==> config.mk <==
export PLATFORM = sky130hd
export DESIGN_NAME = issue_top
export DESIGN_NICKNAME = d
export VERILOG_FILES = /design/src/common/rs_pkg.sv /design/src/common/dispatch_if.sv /design/src/rename/map_table.sv /design/src/rs/cdb_select.sv /design/src/rs/rs.sv /design/src/source/fu_alu.sv /design/src/source/issue_top.sv
export VERILOG_INCLUDE_DIRS = /design/src /design/src/common
export SDC_FILE = /design/constraint.sdc
export NUM_CORES = 1
export LEC_CHECK = 0
export ABC_AREA = 1
export BUFFER_PORTS_ARGS = -buffer_cell sky130_fd_sc_hd__buf_2
export CORE_ASPECT_RATIO = 1.2
export CORE_MARGIN = 1
export CORE_UTILIZATION = 27
export CTS_BUF_LIST = sky130_fd_sc_hd__clkbuf_16
export CTS_CLUSTER_SIZE = 24
export DETAILED_ROUTE_END_ITERATION = 8
export PLACE_DENSITY = 0.53
export RECOVER_POWER = 50
export SLEW_MARGIN = 20
export SYNTH_ARGS = -nofsm -noshare
export SYNTH_HDL_FRONTEND = slang
export SYNTH_SLANG_ARGS = --single-unit
==> constraint.sdc <==
create_clock -name clock -period 2.2 [get_ports clock]
set_input_delay 0.66 -clock clock [delete_from_list [all_inputs] [get_ports clock]]
set_output_delay 0.66 -clock clock [all_outputs]
set_load 0.005 [all_outputs]
==> src/common/rs_consts.svh <==
`ifndef RS_CONSTS_SVH
`define RS_CONSTS_SVH

// Architectural register count
`define RS_REG_COUNT   8

// Tag and operand widths
`define RS_TAG_WIDTH   4
`define RS_DATA_WIDTH  16

// One station entry per ALU
`define RS_FU_COUNT    2

// Tag value that marks a register with no pending producer
`define RS_ZERO_TAG    0

`endif

==> src/common/rs_pkg.sv <==
`default_nettype none

`include "rs_consts.svh"

package rs_pkg;

    ////////////////////////////////////////////////////////////
    // Vector types
    ////////////////////////////////////////////////////////////

    // Operand or result value
    typedef logic [`RS_DATA_WIDTH-1:0] data_t;

    // Producer tag where zero means no producer
    typedef logic [`RS_TAG_WIDTH-1:0] tag_t;

    // Architectural register index
    typedef logic [$clog2(`RS_REG_COUNT)-1:0] reg_idx_t;

    // Station entry or ALU index
    typedef logic [$clog2(`RS_FU_COUNT)-1:0] fu_idx_t;

    ////////////////////////////////////////////////////////////
    // ALU functions
    ////////////////////////////////////////////////////////////

    typedef enum logic [2:0] {
        ALU_ADD = 3'd0,
        ALU_SUB = 3'd1,
        ALU_AND = 3'd2,
        ALU_OR  = 3'd3,
        ALU_XOR = 3'd4,
        ALU_SLT = 3'd5
    } alu_func_t;

endpackage

`default_nettype wire

==> src/common/dispatch_if.sv <==
`timescale 1ns/1ps
`default_nettype none

// Renamed instruction on its way from the map table into the station
interface dispatch_if import rs_pkg::*; ();

    logic      valid;
    alu_func_t func;
    tag_t      dest_tag;

    // Each source operand carries either a ready value or the tag to wait for
    tag_t      src_tag   [2];
    logic      src_ready [2];
    data_t     src_value [2];

    modport source (
        output valid,
        output func,
        output dest_tag,
        output src_tag,
        output src_ready,
        output src_value
    );

    modport sink (
        input valid,
        input func,
        input dest_tag,
        input src_tag,
        input src_ready,
        input src_value
    );

endinterface

`default_nettype wire

==> src/rename/map_table.sv <==
`timescale 1ns/1ps
`default_nettype none

`include "rs_consts.svh"

module map_table import rs_pkg::*; (
    input  logic       clock,
    input  logic       rst_n,
    input  logic       squash,
    input  logic       dispatch_valid,
    input  alu_func_t  dispatch_func,
    input  tag_t       dispatch_tag,
    input  reg_idx_t   src_reg [2],
    input  reg_idx_t   dest_reg,
    input  data_t      src_value [2],
    input  logic       rs_full,
    input  logic       cdb_valid,
    input  tag_t       cdb_tag,
    input  data_t      cdb_value,
    dispatch_if.source dispatch
);

    logic  map_valid [`RS_REG_COUNT];
    logic  map_ready [`RS_REG_COUNT];
    tag_t  map_tag   [`RS_REG_COUNT];
    data_t map_value [`RS_REG_COUNT];
    logic  cdb_hit   [`RS_REG_COUNT];
    logic  accept;

    // Refused dispatches never reach the station
    assign accept            = dispatch_valid && !rs_full;
    assign dispatch.valid    = accept;
    assign dispatch.func     = dispatch_func;
    assign dispatch.dest_tag = dispatch_tag;

    // Pending entries whose producer broadcasts this cycle
    always_comb begin
        for (int r = 0; r < `RS_REG_COUNT; r++) begin
            cdb_hit[r] = cdb_valid && map_valid[r] && !map_ready[r] && (map_tag[r] == cdb_tag);
        end
    end

    ////////////////////////////////////////////////////////////
    // Source lookup
    ////////////////////////////////////////////////////////////

    always_comb begin
        for (int i = 0; i < 2; i++) begin
            if (!map_valid[src_reg[i]]) begin
                // No producer so the value comes straight from the register file
                dispatch.src_tag[i]   = tag_t'(`RS_ZERO_TAG);
                dispatch.src_ready[i] = 1'b1;
                dispatch.src_value[i] = src_value[i];
            end else if (cdb_hit[src_reg[i]]) begin
                dispatch.src_tag[i]   = map_tag[src_reg[i]];
                dispatch.src_ready[i] = 1'b1;
                dispatch.src_value[i] = cdb_value;
            end else begin
                dispatch.src_tag[i]   = map_tag[src_reg[i]];
                dispatch.src_ready[i] = map_ready[src_reg[i]];
                dispatch.src_value[i] = map_value[src_reg[i]];
            end
        end
    end

    ////////////////////////////////////////////////////////////
    // Map update
    ////////////////////////////////////////////////////////////

    always_ff @(posedge clock or negedge rst_n) begin
        if (!rst_n) begin
            for (int r = 0; r < `RS_REG_COUNT; r++) begin
                map_valid[r] <= 1'b0;
                map_ready[r] <= 1'b0;
            end
        end else if (squash) begin
            for (int r = 0; r < `RS_REG_COUNT; r++) begin
                map_valid[r] <= 1'b0;
                map_ready[r] <= 1'b0;
            end
        end else begin
            for (int r = 0; r < `RS_REG_COUNT; r++) begin
                if (cdb_hit[r]) begin
                    map_ready[r] <= 1'b1;
                end
                // A rename of the same register overrides the broadcast
                if (accept && (dest_reg == reg_idx_t'(r))) begin
                    map_valid[r] <= 1'b1;
                    map_ready[r] <= 1'b0;
                end
            end
        end
    end

    always_ff @(posedge clock) begin
        for (int r = 0; r < `RS_REG_COUNT; r++) begin
            if (accept && (dest_reg == reg_idx_t'(r))) begin
                map_tag[r] <= dispatch_tag;
            end
            if (cdb_hit[r]) begin
                map_value[r] <= cdb_value;
            end
        end
    end

endmodule

`default_nettype wire

==> src/rs/cdb_select.sv <==
`timescale 1ns/1ps
`default_nettype none

`include "rs_consts.svh"

module cdb_select import rs_pkg::*; (
    input  logic [`RS_FU_COUNT-1:0] done,
    output logic [`RS_FU_COUNT-1:0] grant,
    output logic                    any_grant
);

    fu_idx_t winner;

    // Fixed priority, lowest index wins
    always_comb begin
        winner = '0;
        for (int i = `RS_FU_COUNT - 1; i >= 0; i--) begin
            if (done[i]) begin
                winner = fu_idx_t'(i);
            end
        end
    end

    assign any_grant = |done;

    always_comb begin
        grant         = '0;
        grant[winner] = any_grant;
    end

endmodule

`default_nettype wire

==> src/rs/rs.sv <==
`timescale 1ns/1ps
`default_nettype none

`include "rs_consts.svh"

module rs import rs_pkg::*; (
    input  logic     clock,
    input  logic     rst_n,
    input  logic     squash,
    dispatch_if.sink dispatch,
    output logic     rs_full,
    output logic     cdb_valid,
    output tag_t     cdb_tag,
    output data_t    cdb_value
);

    // Station entries
    logic [`RS_FU_COUNT-1:0] busy;
    alu_func_t               ent_func [`RS_FU_COUNT];
    tag_t                    ent_dest [`RS_FU_COUNT];
    tag_t                    op_tag   [`RS_FU_COUNT][2];
    logic                    op_ready [`RS_FU_COUNT][2];
    data_t                   op_value [`RS_FU_COUNT][2];

    logic                    wake     [`RS_FU_COUNT][2];
    logic [`RS_FU_COUNT-1:0] write;
    logic [`RS_FU_COUNT-1:0] issue;
    fu_idx_t                 alloc_idx;

    // ALU side
    logic [`RS_FU_COUNT-1:0] alu_done;
    logic [`RS_FU_COUNT-1:0] grant;
    data_t                   alu_result [`RS_FU_COUNT];
    tag_t                    alu_tag    [`RS_FU_COUNT];
    logic                    any_grant;

    assign rs_full = &busy;

    // Lowest free entry whenever the station has room
    always_comb begin
        alloc_idx = '0;
        for (int i = `RS_FU_COUNT - 1; i >= 0; i--) begin
            if (!busy[i]) begin
                alloc_idx = fu_idx_t'(i);
            end
        end
    end

    always_comb begin
        for (int i = 0; i < `RS_FU_COUNT; i++) begin
            write[i] = dispatch.valid && (alloc_idx == fu_idx_t'(i));
            // ALU may take a new op at the edge its old result leaves
            issue[i] = busy[i] && op_ready[i][0] && op_ready[i][1] &&
                       (!alu_done[i] || grant[i]);
            for (int j = 0; j < 2; j++) begin
                wake[i][j] = cdb_valid && busy[i] && !op_ready[i][j] &&
                             (op_tag[i][j] == cdb_tag);
            end
        end
    end

    ////////////////////////////////////////////////////////////
    // Entry state
    ////////////////////////////////////////////////////////////

    always_ff @(posedge clock or negedge rst_n) begin
        if (!rst_n) begin
            busy <= '0;
            for (int i = 0; i < `RS_FU_COUNT; i++) begin
                op_ready[i][0] <= 1'b0;
                op_ready[i][1] <= 1'b0;
            end
        end else if (squash) begin
            busy <= '0;
        end else begin
            for (int i = 0; i < `RS_FU_COUNT; i++) begin
                if (issue[i]) begin
                    busy[i] <= 1'b0;
                end
                for (int j = 0; j < 2; j++) begin
                    if (wake[i][j]) begin
                        op_ready[i][j] <= 1'b1;
                    end
                end
                if (write[i]) begin
                    busy[i]        <= 1'b1;
                    op_ready[i][0] <= dispatch.src_ready[0];
                    op_ready[i][1] <= dispatch.src_ready[1];
                end
            end
        end
    end

    always_ff @(posedge clock) begin
        for (int i = 0; i < `RS_FU_COUNT; i++) begin
            for (int j = 0; j < 2; j++) begin
                if (wake[i][j]) begin
                    op_value[i][j] <= cdb_value;
                end
            end
            if (write[i]) begin
                ent_func[i] <= dispatch.func;
                ent_dest[i] <= dispatch.dest_tag;
                for (int j = 0; j < 2; j++) begin
                    op_tag[i][j]   <= dispatch.src_tag[j];
                    op_value[i][j] <= dispatch.src_value[j];
                end
            end
        end
    end

    ////////////////////////////////////////////////////////////
    // ALUs and CDB
    ////////////////////////////////////////////////////////////

    for (genvar i = 0; i < `RS_FU_COUNT; i++) begin : g_alu
        fu_alu u_alu (
            .clock      (clock),
            .rst_n      (rst_n),
            .squash     (squash),
            .start      (issue[i]),
            .func       (ent_func[i]),
            .opa        (op_value[i][0]),
            .opb        (op_value[i][1]),
            .tag        (ent_dest[i]),
            .grant      (grant[i]),
            .done       (alu_done[i]),
            .result     (alu_result[i]),
            .result_tag (alu_tag[i])
        );
    end

    cdb_select u_cdb_select (
        .done      (alu_done),
        .grant     (grant),
        .any_grant (any_grant)
    );

    // Grant is one-hot, so the mux never sees two sources
    always_comb begin
        cdb_tag   = '0;
        cdb_value = '0;
        for (int i = 0; i < `RS_FU_COUNT; i++) begin
            if (grant[i]) begin
                cdb_tag   = alu_tag[i];
                cdb_value = alu_result[i];
            end
        end
    end

    assign cdb_valid = any_grant;

endmodule

`default_nettype wire

==> src/source/fu_alu.sv <==
`timescale 1ns/1ps
`default_nettype none

module fu_alu import rs_pkg::*; (
    input  logic      clock,
    input  logic      rst_n,
    input  logic      squash,
    input  logic      start,
    input  alu_func_t func,
    input  data_t     opa,
    input  data_t     opb,
    input  tag_t      tag,
    input  logic      grant,
    output logic      done,
    output data_t     result,
    output tag_t      result_tag
);

    data_t alu_out;

    always_comb begin
        case (func)
            ALU_ADD: alu_out = opa + opb;
            ALU_SUB: alu_out = opa - opb;
            ALU_AND: alu_out = opa & opb;
            ALU_OR:  alu_out = opa | opb;
            ALU_XOR: alu_out = opa ^ opb;
            ALU_SLT: alu_out = data_t'($signed(opa) < $signed(opb));
            default: alu_out = '0;
        endcase
    end

    // Result stays until the CDB takes it
    always_ff @(posedge clock or negedge rst_n) begin
        if (!rst_n) begin
            done <= 1'b0;
        end else if (squash) begin
            done <= 1'b0;
        end else if (start) begin
            done <= 1'b1;
        end else if (grant) begin
            done <= 1'b0;
        end
    end

    always_ff @(posedge clock) begin
        if (start) begin
            result     <= alu_out;
            result_tag <= tag;
        end
    end

endmodule

`default_nettype wire

==> src/source/issue_top.sv <==
`timescale 1ns/1ps
`default_nettype none

module issue_top import rs_pkg::*; (
    input  logic      clock,
    input  logic      rst_n,
    input  logic      squash,
    input  logic      dispatch_valid,
    input  alu_func_t dispatch_func,
    input  tag_t      dispatch_tag,
    input  reg_idx_t  src1_reg,
    input  reg_idx_t  src2_reg,
    input  reg_idx_t  dest_reg,
    input  data_t     src1_value,
    input  data_t     src2_value,
    output logic      rs_full,
    output logic      cdb_valid,
    output tag_t      cdb_tag,
    output data_t     cdb_value
);

    reg_idx_t src_reg   [2];
    data_t    src_value [2];

    assign src_reg[0]   = src1_reg;
    assign src_reg[1]   = src2_reg;
    assign src_value[0] = src1_value;
    assign src_value[1] = src2_value;

    dispatch_if u_dispatch ();

    // Rename stage that also listens to the CDB
    map_table u_map_table (
        .clock          (clock),
        .rst_n          (rst_n),
        .squash         (squash),
        .dispatch_valid (dispatch_valid),
        .dispatch_func  (dispatch_func),
        .dispatch_tag   (dispatch_tag),
        .src_reg        (src_reg),
        .dest_reg       (dest_reg),
        .src_value      (src_value),
        .rs_full        (rs_full),
        .cdb_valid      (cdb_valid),
        .cdb_tag        (cdb_tag),
        .cdb_value      (cdb_value),
        .dispatch       (u_dispatch)
    );

    rs u_rs (
        .clock     (clock),
        .rst_n     (rst_n),
        .squash    (squash),
        .dispatch  (u_dispatch),
        .rs_full   (rs_full),
        .cdb_valid (cdb_valid),
        .cdb_tag   (cdb_tag),
        .cdb_value (cdb_value)
    );

endmodule

`default_nettype wire

After elaboration in Yosys (flattened, before gate mapping) --
Memory sizes are Yosys's and may differ from the RTL's. A register that Yosys moved wholly into a read port is not among the register bits. Cells that the tools add are included.
Storage, ports and cells: bits in registers 56, memory bits (writable) 254, bits of input ports 52, output and inout bits 22, logic and storage cells 359, memories 6
Cells by class: add/subtract/negate cells 4, magnitude comparators 6, equality and inequality tests 29, muxes and demuxes 161, bitwise gates (word level) 15, reduce and logical (&&, ||, !) cells 112
Memories:
- u_map_table.map_value | depth 8, bits a word 16, read ports 2, clocked after memory_dff 0, wr ports 8, line map_table.sv:26 | data_t map_value [`RS_REG_COUNT];
- u_rs.op_value | depth 2, bits a word 32, read ports 2, clocked after memory_dff 0, wr ports 2, line rs.sv:23 | data_t op_value [`RS_FU_COUNT][2];
- u_map_table.map_tag | depth 8, bits a word 4, read ports 10, clocked after memory_dff 0, wr ports 1, line map_table.sv:25 | tag_t map_tag [`RS_REG_COUNT];
- u_rs.op_tag | depth 2, bits a word 8, read ports 2, clocked after memory_dff 0, wr ports 1, line rs.sv:21 | tag_t op_tag [`RS_FU_COUNT][2];
- u_rs.ent_dest | depth 2, bits a word 4, read ports 2, clocked after memory_dff 2, wr ports 1, line rs.sv:20 | tag_t ent_dest [`RS_FU_COUNT];
- u_rs.ent_func | depth 2, bits a word 3, read ports 2, clocked after memory_dff 0, wr ports 1, line rs.sv:19 | alu_func_t ent_func [`RS_FU_COUNT];
Operators with widths (number):
- 16-bit one-hot mux with 6 select lines | 2
- 16-bit two-way mux | 10
- 1-bit two-way mux | 116
- 1-bit logical AND | 52
- 4-bit == test | 12
- 4-bit two-way mux | 12
- 3-bit nonzero test | 12
- 16-bit adder | 2
- 16-bit AND | 2
- 16-bit less-than comparator | 2
- 16-bit OR | 2
- 4-bit OR reduction | 8
- 16-bit subtractor | 2
- 16-bit bitwise XOR | 2
- 3-bit == test, second input constant | 8
- 3-bit two-way mux | 8
- 8-bit two-way mux | 3
- 2-bit nonzero test | 12
- 1-bit binary-select mux with 3-bit select | 6
- 3-bit by 2-bit == test with 1-bit output, second input constant | 6
- 1-bit zero test | 15
- 2-bit AND reduction | 5
- 3-bit by 1-bit == test with 1-bit output, second input constant | 3
- 3-bit zero test | 3
- 13 further kinds | 22

Depth between registers and ports, before layout --
word-level depth 17, gate-level depth with buffers 20

By module --
A second synthesis with hierarchy kept.
Second synthesis, totals: cells, all modules 2793, area total of the unflattened synthesis 21674.5 um^2
Modules (own cells, without submodules):
- map_table | times used 1, cells an instance 1311, area an instance 10517.6 um^2, sequential area each 5205.0 um^2
- rs | times used 1, cells an instance 400, area an instance 4391.7 um^2, sequential area each 2972.9 um^2
- fu_alu at u_rs.g_alu[0].u_alu | times used 1, cells an instance 539, area an instance 3377.0 um^2, sequential area each 625.6 um^2
- fu_alu at u_rs.g_alu[1].u_alu | times used 1, cells an instance 538, area an instance 3369.5 um^2, sequential area each 625.6 um^2
- cdb_select | times used 1, cells an instance 5, area an instance 18.8 um^2, sequential area each 0.0 um^2

Least setup slack after synthesis --
No wires, ideal clock.
path kind register -> register, start point memory u_rs.op_value[1][16] (netlist bit), end point register u_rs.g_alu[1].u_alu.result[12], data pin, setup time 0.264 ns, data arrival time 2.113 ns, data required time 1.936 ns, slack -0.176 ns, stages on the path, launching flop included 17, path buffers 0, period minus slack after synthesis 2.376 ns, cell sequence edfxtp_1 > inv_1 > ha_1 > inv_1 > fa_1 > inv_1 > nor2_1 > o21ai_0 > nand2_1 > nand2_1 > nand2_1 > a21boi_0 > nor2_1 > nand3_1 > nand2_1 > o21ai_0 > nand3_1
RTL lines:
- start: declaration | line rs.sv:23
- end signal: assignment | line fu_alu.sv:48 | result <= alu_out;
- end: declaration | line fu_alu.sv:15 | output data_t result,

Worst setup path after layout --
start point register u_rs.g_alu[0].u_alu.done, end point output port cdb_value[8]
Between the ends: longest elaborated chain between the ends 8, elaborated cells between the ends (all ways) 10
Ends and longest elaborated chain:
- start: declaration | line fu_alu.sv:14 | output logic done,
- start signal: assignment | line fu_alu.sv:36 | done <= 1'b0;
- start signal: assignment | line fu_alu.sv:38 | done <= 1'b0;
- start signal: assignment | line fu_alu.sv:40 | done <= 1'b1;
- 1-bit two-way mux | line cdb_select.sv:18 | if (done[i]) begin
- 1-bit by 2-bit less-than comparator with 1-bit output (implied by the code) or 1-bit >= comparator (tied branches) | line cdb_select.sv:28 | grant[winner] = any_grant;
- 1-bit logical AND (implied by the code) | line cdb_select.sv:28
- 1-bit two-way mux (implied by the code) | line cdb_select.sv:28
- 1-bit demux with 1-bit select | line cdb_select.sv:28
- 2-bit AND (no source line) (*)
- 16-bit two-way mux | line rs.sv:144 | if (grant[i]) begin
- 16-bit two-way mux (*) | line rs.sv:144
- end: declaration | line issue_top.sv:19 | output data_t cdb_value
Every way passes the cells marked *; elsewhere a longest branch is shown, timed or not.

==> impl_metrics.yaml <==
sta:
  setup_viol: 195
  slew_violations: 25
  worst_pin_slew_ns: 1.74
  maxSlewHeadroom_pct: -16.3
  skew_ns: 0.0398
  fin_ws_ns: -0.441
  rsz0062_at_grt: "yes"
  period_share_pct: 120
  post-route-min-period_ns: 2.64
  hold_viol_final: 0
  fmax_mhz: 379
grt:
  grt_max_degree: 42
  met3_usage_pct: 2.42
  busiest_layer: "met2"
  met2_usage_pct: 33.0
  gr-total-overflow: 0
  grt_pass1_wl_mm: 109
  antenna_found_initial: 2
  first_global_vias: 18000
  use_met1_pct: 24.4
  track_usage_pct: 19.0
worst_hold_path:
  hold_class: "in -> reg"
  worstHoldStart: "dispatch_func[2]"
  hold_path_depth: 1
  hold_path_end: "u_rs.ent_func[0][5]"
placement:
  post-dp-hpwl_mm: 54.2
  place.port_buffers: 73
  gp_congestion: 0.933
  dpl.cell_count: 3671
clock_tree:
  clock_latency_ns: 0.59
  cts.sinks: 318
  htree_levels: 2
  cts_made_buffers: 37
  root_buffer: "clkbuf_16"
  cts_buffer_depth: 3
  hold_buffers: 0
  tritoncts: "done"
  path_clk_slew_ns: 0.06
cells_and_area:
  drive_above_1_share_pct: 32.5
  stdcell_count: 3811
  final_core_util_pct: 38.5
  area_delta_synth_final_pct: 41.2
  nets: 3002
  num_antenna_cells: 0
  nFillCells: 7382
route:
  wl_per_cell_um: 20.2
  drt-total-wl_mm: 77.0
  ant_nets: 0
  vias_per_cell: 4.99
  drc: 0
  drt_iter0_markers: 1517
  first_pass_iters: 6
  num_vias: 19000
yosys:
  synth-edff-count: 294
  synth_nets: 2553
  synth_area_um2: 20100
  synth_top_flop_cell: "edfxtp_1"
  synth_top_area_share_pct: 44.0
  avgSynthCellArea_um2: 8.39
  synth-async-reset-ratio_pct: 7.55
  synth_area_leaders: "edfxtp_1 (44%), nand2_1 (8.2%), ha_1 (6.6%)"
  postSynthRegisterBits: 318
  yosysWarnings: 0
  ys_seq_area_share_pct: 47.0
  netlist_instances: 2391
  yosysUniqueCellTypes: 53
  synth_top_area_cell: "edfxtp_1"
pwr:
  max-vdd-ir-drop_mv: 0.475
  p_per_area_nw_per_um2: 672
  power_leakage_nw: 12.0
floorplan:
  die-height_um: 301
  rows: 109
  die-area_um2: 75400
  die_w_um: 251
  io_pins: 74
  core_area_um2: 73600
  start_util_pct: 27.2
critical_path:
  cp.arrival_ns: 1.98
  cp-start-kind: "flip-flop"
  reg2reg_setup_slack_ns: -0.42
  cp-end-kind: "output port"
  worstPathRequired_ns: 1.54
  r2r-end: "u_rs.op_value[1][2]"
  reg2reg_depth: 19
  reg2reg_from: "u_rs.g_alu[0].u_alu.done"
  cp_max_fo: 8
  critPathKind: "reg -> out"
flow_run:
  cap_viol_max_count: 1
outcome:
  outcome: "finished with violations"
  violations: "max-capacitance violations, max-slew violations, negative setup slack"
power breakdown:
part	switching, W	internal [W]	total, W
Sequential	0.000223	0.00697	0.00719
Clock	0.00271	0.00424	0.00695
Combinational	0.00284	0.00204	0.00488
Total	0.00577	0.0133	0.0190
worst max path at each step:
stage                                   startpoint                              to  slack [ns]
after floorplan               u_rs.op_value[1][16]  u_rs.g_alu[1].u_alu.result[12]        -0.1
after global placement    u_rs.g_alu[0].u_alu.done            u_rs.op_value[1][16]       -0.50
after detailed placement  u_rs.g_alu[0].u_alu.done            u_rs.op_value[1][16]       -0.52
after CTS                 u_rs.g_alu[0].u_alu.done                   cdb_value[15]       -0.45
after global routing      u_rs.g_alu[0].u_alu.done            u_rs.op_value[1][22]       -0.54
final                     u_rs.g_alu[0].u_alu.done                    cdb_value[8]       -0.44
cells by family after synthesis:
group,share of synthesized area (%)
DFF,47.0
buffers and inverters,8.24
adders and majority gates,7.01
xor gates and xnor gates,0.686
AOI/OAI and AO/OA,17.2
and+or+nand+nor,19.8
metal layers:
metal,wire (µm),up-vias
li1,-,9126
met1,31700,9076
met2,37800,675
met3,4350,148
met4,3140,2
met5,11,-
state kept, by name (all words and copies together), names as in the netlist:
signal,cells
u_map_table.map_value,128
u_rs.op_value,64
u_map_table.map_tag,32
u_rs.g_alu.u_alu.result,32
u_rs.op_tag,16
u_map_table.map_ready,8
u_map_table.map_valid,8
u_rs.ent_dest,8
u_rs.g_alu.u_alu.result_tag,8
u_rs.ent_func,6
u_rs.op_ready,4
u_rs.busy,2
u_rs.g_alu.u_alu.done,2
cell type report:
type	instances	area (µm²)	share of cell area, %
inverter	293	1130	3.98
multi-input combinational	1663	10600	37.5
timing repair buffer	527	4590	16.2
sequential	318	9430	33.3
clock inverter	29	409	1.44
clock buffer	38	951	3.36
tap	943	1180	4.17
critical path, stage by stage (launching register included):
cell and delay [ns]:
dfrtp_2 0.45, buf_6 0.14, nor2_4 0.12, clkinv_4 0.10, clkbuf_16 0.20, o22ai_2 0.12, buf_6 0.16, buf_2 0.12
synth_stat cells (7+ instances only):
cell and number:
o211ai_1 12, nand2_1 436, or2_2 8, nand3_2 9, o221ai_1 39, clkbuf_1 89, nor2_1 260, nand3_1 157
o21ai_0 262, edfxtp_1 294, buf_2 16, dfrtp_1 24, clkinv_1 7, nand3_4 7, o21ai_1 19, nand2_2 11
ha_1 106, nor3_1 21, inv_1 283, a21oi_1 145, xnor2_1 9, a211oi_1 9, buf_4 7, o22ai_1 81
stage by stage:
| stage | power, W | cell area (µm²) | setup WS (ns) | hold slack [ns] | TNS (ns) |
|---|---|---|---|---|---|
| 3_5_place_dp | 0.0112 | 24500 | -0.523 | 0.405 | -47.71 |
| 6_report | 0.0190 | 28300 | -0.441 | 0.336 | -40.97 |
| 5_1_grt | 0.0198 | 28300 | -0.545 | 0.335 | -60.69 |
| 3_3_place_gp | 0.0112 | 24500 | -0.501 | 0.401 | -45.53 |
| 2_1_floorplan | 0.00933 | 20100 | -0.0974 | 0.364 | -0.975 |
| 4_1_cts | 0.0183 | 26200 | -0.447 | 0.152 | -41.63 |
cells in the final DEF (no fill, tap or decap), types with 7 or more instances in the layout:
cell,instances
buf_4,355
clkinv_1,11
nand3_2,87
nor2_4,10
xnor2_1,7
nand2_8,7
o211ai_1,12
clkbuf_1,12
nand2_4,11
clkinvlp_4,7
a211oi_1,7
nor2_2,16
o21ai_0,238
o21ai_2,11
a21oi_1,129
edfxtp_1,294
ha_1,88
o21ai_1,31
nor2_1,239
nand3_4,16
inv_2,23
nand2_1,364
o22ai_1,58
o221ai_1,36
buf_6,59
a21oi_2,13
o22ai_2,14
buf_2,55
inv_1,259
bufinv_16,9
nand3_1,70
nor3_1,20
nand2_2,72
o22ai_4,9
ha_4,12
buf_12,35
clkbuf_16,47
dfrtp_1,22
repair_timing:
item / CTS / global route
pin swaps: 8 / 153
endpoints found under the hold margin: 0 / 0
gates resized for setup: 73 / 375
endpoints found under the setup margin: 244 / 280
gates cloned: 0 / 13
buffers inserted: 10 / 57
No activity file was read; power rests on OpenSTA's default activity.
